$ cat config.mk
export PLATFORM = sky130hd
export DESIGN_NAME = packet_client_status
export DESIGN_NICKNAME = d
export VERILOG_FILES = /design/src/hdl/client_pkg.sv /design/src/hdl/check_counters.sv /design/src/hdl/packet_client_status.sv /design/src/hdl/status_decode.sv /design/src/hdl/status_exec.sv /design/src/hdl/status_result.sv
export VERILOG_INCLUDE_DIRS = /design/src /design/src/hdl
export SDC_FILE = /design/constraint.sdc
export NUM_CORES = 1
export LEC_CHECK = 0
export ABC_AREA = 1
export BUFFER_PORTS_ARGS = -buffer_cell sky130_fd_sc_hd__buf_2
export CORE_MARGIN = 4
export CORE_UTILIZATION = 55
export DETAILED_ROUTE_END_ITERATION = 8
export PLACE_DENSITY_LB_ADDON = 0.05
export SETUP_SLACK_MARGIN = 0.02
export SYNTH_ARGS = -nofsm -noshare
export SYNTH_HDL_FRONTEND = slang
export SYNTH_SLANG_ARGS = --single-unit
$ cat constraint.sdc
create_clock -name clk_status -period 5.4 [get_ports clk_status]
set_clock_uncertainty 0.2 [all_clocks]
set_input_delay 0.81 -clock clk_status [delete_from_list [all_inputs] [get_ports clk_status]]
set_output_delay 0.81 -clock clk_status [all_outputs]
set_load 0.1 [all_outputs]
$ cat src/hdl/client_defs.svh
// Register map and constant values for the packet client status port.
// Included by the decode, execute and result stages and by the testbench.
// Indices are relative to the 64-word window selected by the address prefix.

`ifndef CLIENT_DEFS_SVH
`define CLIENT_DEFS_SVH

// address bits 15:6 must match this, window at 0x1000-0x103f
`define STATUS_ADDR_PREFIX 10'h040

// register indices inside the window
`define REG_SCRATCH    6'h00
`define REG_ID         6'h01
`define REG_TEMP       6'h06
`define REG_BAD_TERM   6'h08
`define REG_BAD_SERIAL 6'h09
`define REG_BAD_DEST   6'h0A
`define REG_TX_CTRL    6'h10
`define REG_RX_CTRL    6'h11
`define REG_SWAP       6'h12
`define REG_HIGH_THR   6'h13
`define REG_LOW_THR    6'h14
`define REG_LOOP_ERR   6'h15
`define REG_LOOP_RST   6'h16

// ascii "CLNT"
`define CLIENT_ID    32'h434C_4E54
`define DEFAULT_READ 32'h0000_0123

// control reset values
`define TX_CTRL_RESET  4'b0010
`define RX_CTRL_RESET  2'b01
`define HIGH_THR_RESET 16'h0280
`define LOW_THR_RESET  16'h0100

`endif

$ cat src/hdl/client_pkg.sv
// Shared types for the packet client status port.
// Modules pull these in with a wildcard import in their header.

`default_nettype none

package client_pkg;

	// host bus address
	typedef logic [15:0] status_addr_t;

	// word index inside the prefix window
	typedef logic [5:0] reg_index_t;

	// bus data word
	typedef logic [31:0] status_word_t;

	// bad-packet counter
	typedef logic [31:0] count_t;

	// loopback FIFO fill threshold
	typedef logic [15:0] threshold_t;

endpackage

`default_nettype wire

$ cat src/hdl/check_counters.sv
// Bad-packet counters for the packet checker events.
// Each event pulse bumps its counter at the next edge; counters saturate
// at all ones and hold zero while clr is high. The outputs are snapshot
// registers that track the counters one cycle behind and freeze while
// pause is high, so a host sees the three counts as one consistent set.

`timescale 1ns/1ps
`default_nettype none

module check_counters import client_pkg::*; (
	input  wire    clk_status,
	input  wire    rst,
	input  wire    bad_term,
	input  wire    bad_serial,
	input  wire    bad_dest,
	input  wire    clr,
	input  wire    pause,
	output count_t bad_term_cnt,
	output count_t bad_serial_cnt,
	output count_t bad_dest_cnt
);

	logic [2:0] events;
	count_t     cnt [3];
	count_t     snap [3];

	// index 0 term, 1 serial, 2 dest
	assign events = {bad_dest, bad_serial, bad_term};

	////////////////////
	// live counters
	////////////////////

	always_ff @(posedge clk_status) begin
		for (int i = 0; i < 3; i++) begin
			if (rst || clr) begin
				cnt[i] <= '0;
			end else if (events[i] && cnt[i] != '1) begin
				cnt[i] <= cnt[i] + 1'b1;
			end
		end
	end

	////////////////////
	// read snapshot
	////////////////////

	// counters keep running underneath a pause
	always_ff @(posedge clk_status) begin
		for (int i = 0; i < 3; i++) begin
			if (rst) begin
				snap[i] <= '0;
			end else if (!pause) begin
				snap[i] <= cnt[i];
			end
		end
	end

	assign bad_term_cnt   = snap[0];
	assign bad_serial_cnt = snap[1];
	assign bad_dest_cnt   = snap[2];

endmodule

`default_nettype wire

$ cat src/hdl/packet_client_status.sv
// Top level of the packet client status port.
// Connects the decode, execute, counter and result stages. The host
// bus, the checker and loopback event pulses and the temperature
// reading come in here; the control fields go out to the datapath.

`timescale 1ns/1ps
`default_nettype none

module packet_client_status import client_pkg::*; (
	input  wire          clk_status,
	input  wire          rst,
	// host bus
	input  status_addr_t status_addr,
	input  wire          status_read,
	input  wire          status_write,
	input  status_word_t status_writedata,
	output status_word_t status_readdata,
	output wire          status_readdata_valid,
	// events from checker and loopback
	input  wire          bad_term,
	input  wire          bad_serial,
	input  wire          bad_dest,
	input  wire          loop_overflow,
	input  wire          loop_underflow,
	input  wire [7:0]    degrees_f,
	// controls to the datapath
	output wire [3:0]    tx_ctrls,
	output wire [7:0]    swap_ctrls,
	output threshold_t   high_threshold,
	output threshold_t   low_threshold,
	output wire          loop_rst
);

	wire          rd_hit;
	wire          wr_hit;
	reg_index_t   reg_index;
	status_word_t wdata;
	status_word_t scratch;
	wire [1:0]    rx_ctrls;
	wire [1:0]    loop_flags;
	count_t       bad_term_cnt;
	count_t       bad_serial_cnt;
	count_t       bad_dest_cnt;

	status_decode i_decode (
		.clk_status       (clk_status),
		.rst              (rst),
		.status_addr      (status_addr),
		.status_read      (status_read),
		.status_write     (status_write),
		.status_writedata (status_writedata),
		.rd_hit           (rd_hit),
		.wr_hit           (wr_hit),
		.reg_index        (reg_index),
		.wdata            (wdata)
	);

	status_exec i_exec (
		.clk_status     (clk_status),
		.rst            (rst),
		.rd_hit         (rd_hit),
		.wr_hit         (wr_hit),
		.reg_index      (reg_index),
		.wdata          (wdata),
		.loop_overflow  (loop_overflow),
		.loop_underflow (loop_underflow),
		.scratch        (scratch),
		.tx_ctrls       (tx_ctrls),
		.rx_ctrls       (rx_ctrls),
		.swap_ctrls     (swap_ctrls),
		.high_threshold (high_threshold),
		.low_threshold  (low_threshold),
		.loop_flags     (loop_flags),
		.loop_rst       (loop_rst)
	);

	// rx_ctrls bit 0 clears, bit 1 pauses the snapshot
	check_counters i_counters (
		.clk_status     (clk_status),
		.rst            (rst),
		.bad_term       (bad_term),
		.bad_serial     (bad_serial),
		.bad_dest       (bad_dest),
		.clr            (rx_ctrls[0]),
		.pause          (rx_ctrls[1]),
		.bad_term_cnt   (bad_term_cnt),
		.bad_serial_cnt (bad_serial_cnt),
		.bad_dest_cnt   (bad_dest_cnt)
	);

	status_result i_result (
		.clk_status            (clk_status),
		.rst                   (rst),
		.rd_hit                (rd_hit),
		.reg_index             (reg_index),
		.scratch               (scratch),
		.degrees_f             (degrees_f),
		.bad_term_cnt          (bad_term_cnt),
		.bad_serial_cnt        (bad_serial_cnt),
		.bad_dest_cnt          (bad_dest_cnt),
		.tx_ctrls              (tx_ctrls),
		.rx_ctrls              (rx_ctrls),
		.swap_ctrls            (swap_ctrls),
		.high_threshold        (high_threshold),
		.low_threshold         (low_threshold),
		.loop_flags            (loop_flags),
		.loop_rst              (loop_rst),
		.status_readdata       (status_readdata),
		.status_readdata_valid (status_readdata_valid)
	);

endmodule

`default_nettype wire

$ cat src/hdl/status_decode.sv
// Front stage of the status port.
// Registers the host strobes, the low address bits and the write data,
// and qualifies the strobes with the address prefix match, so accesses
// outside the window never reach the later stages.

`timescale 1ns/1ps
`default_nettype none

`include "client_defs.svh"

module status_decode import client_pkg::*; (
	input  wire          clk_status,
	input  wire          rst,
	input  status_addr_t status_addr,
	input  wire          status_read,
	input  wire          status_write,
	input  status_word_t status_writedata,
	output logic         rd_hit,
	output logic         wr_hit,
	output reg_index_t   reg_index,
	output status_word_t wdata
);

	logic prefix_match;

	////////////////////
	// address match
	////////////////////

	// upper ten bits select this client
	assign prefix_match = (status_addr[15:6] == `STATUS_ADDR_PREFIX);

	////////////////////
	// strobe stage
	////////////////////

	always_ff @(posedge clk_status) begin
		if (rst) begin
			rd_hit <= 1'b0;
			wr_hit <= 1'b0;
		end else begin
			// dropped here when outside the window
			rd_hit <= status_read & prefix_match;
			wr_hit <= status_write & prefix_match;
		end
	end

	// index and data ride alongside the hits
	always_ff @(posedge clk_status) begin
		reg_index <= status_addr[5:0];
		wdata     <= status_writedata;
	end

endmodule

`default_nettype wire

$ cat src/hdl/status_exec.sv
// Execute stage of the status port.
// Holds the scratch word and the control registers for the transmit,
// receive and loopback paths, and the sticky loopback error flags.
// Writes land one cycle after the decode stage registers the strobe.
// The flags clear on a read hit of the flag word, on the same edge that
// the result stage captures them, or on a write with bit 2 set.

`timescale 1ns/1ps
`default_nettype none

`include "client_defs.svh"

module status_exec import client_pkg::*; (
	input  wire          clk_status,
	input  wire          rst,
	input  wire          rd_hit,
	input  wire          wr_hit,
	input  reg_index_t   reg_index,
	input  status_word_t wdata,
	input  wire          loop_overflow,
	input  wire          loop_underflow,
	output status_word_t scratch,
	output logic [3:0]   tx_ctrls,
	output logic [1:0]   rx_ctrls,
	output logic [7:0]   swap_ctrls,
	output threshold_t   high_threshold,
	output threshold_t   low_threshold,
	output logic [1:0]   loop_flags,
	output logic         loop_rst
);

	logic err_sel;
	logic err_clr;

	////////////////////
	// scratch
	////////////////////

	always_ff @(posedge clk_status) begin
		if (wr_hit && reg_index == `REG_SCRATCH) begin
			scratch <= wdata;
		end
	end

	////////////////////
	// control registers
	////////////////////

	// each field takes the low bits of the write word
	always_ff @(posedge clk_status) begin
		if (rst) begin
			tx_ctrls       <= `TX_CTRL_RESET;
			rx_ctrls       <= `RX_CTRL_RESET;
			swap_ctrls     <= 8'h00;
			high_threshold <= `HIGH_THR_RESET;
			low_threshold  <= `LOW_THR_RESET;
			loop_rst       <= 1'b0;
		end else if (wr_hit) begin
			case (reg_index)
				`REG_TX_CTRL: begin
					tx_ctrls <= wdata[3:0];
				end
				`REG_RX_CTRL: begin
					rx_ctrls <= wdata[1:0];
				end
				`REG_SWAP: begin
					swap_ctrls <= wdata[7:0];
				end
				`REG_HIGH_THR: begin
					high_threshold <= wdata[15:0];
				end
				`REG_LOW_THR: begin
					low_threshold <= wdata[15:0];
				end
				`REG_LOOP_RST: begin
					loop_rst <= wdata[0];
				end
				default: begin
				end
			endcase
		end
	end

	////////////////////
	// sticky loopback flags
	////////////////////

	assign err_sel = (reg_index == `REG_LOOP_ERR);

	// read of the flag word, or explicit clear through bit 2
	assign err_clr = err_sel & (rd_hit | (wr_hit & wdata[2]));

	// bit 1 overflow, bit 0 underflow
	// a pulse in the clear cycle still sets its flag
	always_ff @(posedge clk_status) begin
		if (rst) begin
			loop_flags <= 2'b00;
		end else begin
			loop_flags <= (loop_flags & {2{~err_clr}}) |
				{loop_overflow, loop_underflow};
		end
	end

endmodule

`default_nettype wire

$ cat src/hdl/status_result.sv
// Result stage of the status port.
// Picks the read word for the registered index and captures it on a
// read hit, giving the host data and a one-cycle valid two edges after
// the read strobe is sampled. Narrow fields are zero-extended and
// unmapped indices return the default read word.

`timescale 1ns/1ps
`default_nettype none

`include "client_defs.svh"

module status_result import client_pkg::*; (
	input  wire          clk_status,
	input  wire          rst,
	input  wire          rd_hit,
	input  reg_index_t   reg_index,
	input  status_word_t scratch,
	input  wire [7:0]    degrees_f,
	input  count_t       bad_term_cnt,
	input  count_t       bad_serial_cnt,
	input  count_t       bad_dest_cnt,
	input  wire [3:0]    tx_ctrls,
	input  wire [1:0]    rx_ctrls,
	input  wire [7:0]    swap_ctrls,
	input  threshold_t   high_threshold,
	input  threshold_t   low_threshold,
	input  wire [1:0]    loop_flags,
	input  wire          loop_rst,
	output status_word_t status_readdata,
	output logic         status_readdata_valid
);

	status_word_t rd_word;

	////////////////////
	// read mux
	////////////////////

	always_comb begin
		case (reg_index)
			`REG_SCRATCH:    rd_word = scratch;
			`REG_ID:         rd_word = `CLIENT_ID;
			`REG_TEMP:       rd_word = {24'h0, degrees_f};
			`REG_BAD_TERM:   rd_word = bad_term_cnt;
			`REG_BAD_SERIAL: rd_word = bad_serial_cnt;
			`REG_BAD_DEST:   rd_word = bad_dest_cnt;
			`REG_TX_CTRL:    rd_word = {28'h0, tx_ctrls};
			`REG_RX_CTRL:    rd_word = {30'h0, rx_ctrls};
			`REG_SWAP:       rd_word = {24'h0, swap_ctrls};
			`REG_HIGH_THR:   rd_word = {16'h0, high_threshold};
			`REG_LOW_THR:    rd_word = {16'h0, low_threshold};
			// flags before this read clears them
			`REG_LOOP_ERR:   rd_word = {30'h0, loop_flags};
			`REG_LOOP_RST:   rd_word = {31'h0, loop_rst};
			default:         rd_word = `DEFAULT_READ;
		endcase
	end

	////////////////////
	// output stage
	////////////////////

	always_ff @(posedge clk_status) begin
		if (rst) begin
			status_readdata_valid <= 1'b0;
		end else begin
			status_readdata_valid <= rd_hit;
		end
	end

	// data holds between reads
	always_ff @(posedge clk_status) begin
		if (rd_hit) begin
			status_readdata <= rd_word;
		end
	end

endmodule

`default_nettype wire

==> run metrics <==
share of cells above drive strength 1 12.7%; crit-path cells buf_2 -> nor2_1 -> nand2_1 -> buf_4; element type at the critical path end register; Final Wtd Congestion 0.969; total CTS buffers 38; worst setup path class input port to register; Async SR Flop Fraction 0%; TNS Setup 0 ns; Fmax achieved 353 MHz; clk root buf clkbuf_16; Vias/cell 5.34; Nets 1896; die footprint 0.0308 mm^2; Yosys top cell by area edfxtp_1; DPL Wire Length 27500 um; max cap viols 0; Seq/Total Area, Yosys 61.5%; FF/Latch Area 0.00949 mm^2; Synth-to-Final Area Change 14.6%; CTS sink cnt 346; number of buffers inserted by hold repair at cts 0; WP data required 5.46 ns; Post-synth EDFFs 256; gr ovfl total 0; initial antenna violation count 0; ANT cells 0; core area 0.0277 mm^2; row count 61; largest net degree at the start of global routing 74; synthesized instance count 1681; CP Launch Type input port; Clock transition at path regs 0.06 ns; fin crit share 52.4%; synthesized area per cell 9.18 um^2; hold crit path type input port to register; Post-Syn Area 0.0154 mm^2; Antenna Nets Post-Route 0; Iter 0 DRT Violations 1164; # Post-CTS Setup Buffers 0; Die Wd 176 um; most common cell in the netlist nand2_1; CP max stage cell nor2_1; area taken by multi-input logic gates 0.00509 mm^2; minimum clock period 2.83 ns; Finished Cell Area 0.0177 mm^2; CP arrival 2.90 ns; CTS tree yes; Leak 6.80 nW; FF+latch count, synth 346; I/O pin cnt 143; Net Count, Synth 1749; Area after DPL 0.0165 mm^2; worst slew pin tran 1.06 ns; number of global-route vias before repair 11300; VDD IR max 0.239 mV; Final Slew Violations 0; outcome complete, no violations; ys flop type edfxtp_1; Starting Density 55.7%; Final Routed Wirelength 38800 um; worst skew pair latency 0.53 ns; final hold vios 0; Yosys cell types 35; share of the synthesized area in the top cell type 49.8%; port buffer count 142; PwrDens 309 mW/mm^2; Yosys warning count 0; first-pass GRT wire length 61200 um; Pre-antenna DRT Iters 8; Max Buffers Root-to-Sink 3; Chip Height 176 um; post-CTS sizing 0; Area contributors post-synth edfxtp_1, dfxtp_1, nand2_1; RSZ-0062 raised after global routing false; wire length per cell 17.4 um; Remaining DRCs 0; total power 5.46 mW; Max FO, Critical Path 17; Vias 11900; CP max stage delay 0.77 ns; Commonest cells post-synth nand2_1, nor2_1, edfxtp_1; Fillers 2303; slew margin rel. 29.2%; Final Setup Violations 0; CTS HTree Levels 2; GRT Overall Usage 25.1%
## per-layer routing
metal  routed length, um  up-vias  share of wire [%]  GRT usage (%)
met5                   0        -                  0              0
met4                1290        0                3.3           8.77
met3                3210       85                8.3           4.41
met2               17700      550                 46           40.0
met1               16600     5508                 43           35.2
li1                    -     5779                  -              -
## logic make-up (layout without fill, tap and decap cells)
group / after synthesis / count (layout) / synth area share, %
buf+inv: 209 / 384 / 5.72
flops: 346 / 346 / 61.5
fa+ha+maj: 3 / 3 / 0.243
compound gates: 118 / 118 / 4.17
simple gates: 956 / 956 / 25.6
xor+xnor: 49 / 49 / 2.78
## placed cells by master (no fill, tap or decap), drive strengths merged
cell / count
ha: 3
nand2: 404
nand3: 100
a21oi: 50
clkinvlp: 1
clkbuf: 52
dfxtp: 90
edfxtp: 256
xor2: 49
or2: 3
nand4: 22
nor4: 2
a22oi: 18
bufinv: 2
a211oi: 2
nand3b: 7
nor2: 400
and2: 7
inv: 164
clkinv: 12
nor3: 10
o21ai: 46
nor3b: 1
a31oi: 2
buf: 153
## per-stage QoR
| step | hold WS, ns | cells | setup slack, ns | util [%] |
|---|---|---|---|---|
| 3_5_place_dp | 0.190 | 2166 | 2.03 | 59.4 |
| 4_1_cts | 0.166 | 2234 | 2.57 | 63.8 |
| 3_3_place_gp | 0.186 | 2166 | 2.04 | 59.4 |
| 2_1_floorplan | 0.186 | 1681 | 1.21 | - |
| 6_report | 0.180 | 2234 | 2.57 | 63.8 |
| 5_1_grt | 0.164 | 2234 | 2.36 | 63.8 |
## where the power goes
part / internal, mW / total [mW] / switching (mW)
registers: 2.84 / 2.85 / 0.0140
clock network: 1.49 / 2.53 / 1.03
logic: 0.0287 / 0.0830 / 0.0544
## path summary, 6_finish.rpt
path | from | endpoint | slack [ns] | depth (start not counted)
min | status_writedata[15] | i_decode.wdata[15] | 0.18 | 1
max | rst | i_counters.cnt[1][31] | 2.57 | 4
min reg2reg | i_decode.wdata[26] | i_exec.scratch[26] | 0.20 | 0
max reg2reg | i_decode.reg_index[5] | i_result.status_readdata[1] | 2.62 | 9
## critical path, delay by kind of cell
kind          cells  cell delay, ns
buf+inv           2            0.58
simple gates      2            1.48
## registers in the layout, indices dropped and copies added, names as in the netlist, 4 cells and up
name	count
i_exec.scratch	32
i_exec.swap_ctrls	8
i_exec.high_threshold	16
i_result.status_readdata	32
i_decode.wdata	32
i_exec.low_threshold	16
i_counters.snap	96
i_exec.tx_ctrls	4
i_counters.cnt	96
i_decode.reg_index	6
## cell type report
cell class                 count  area share [%]
tap                          378            2.67
inverter                     163            3.47
timing repair buffer         153            4.56
clock inverter                16           0.785
sequential                   346            53.7
multi-input combinational   1126            28.8
clock buffer                  52            6.09
Note: power is estimated with default switching activity, not from simulation.
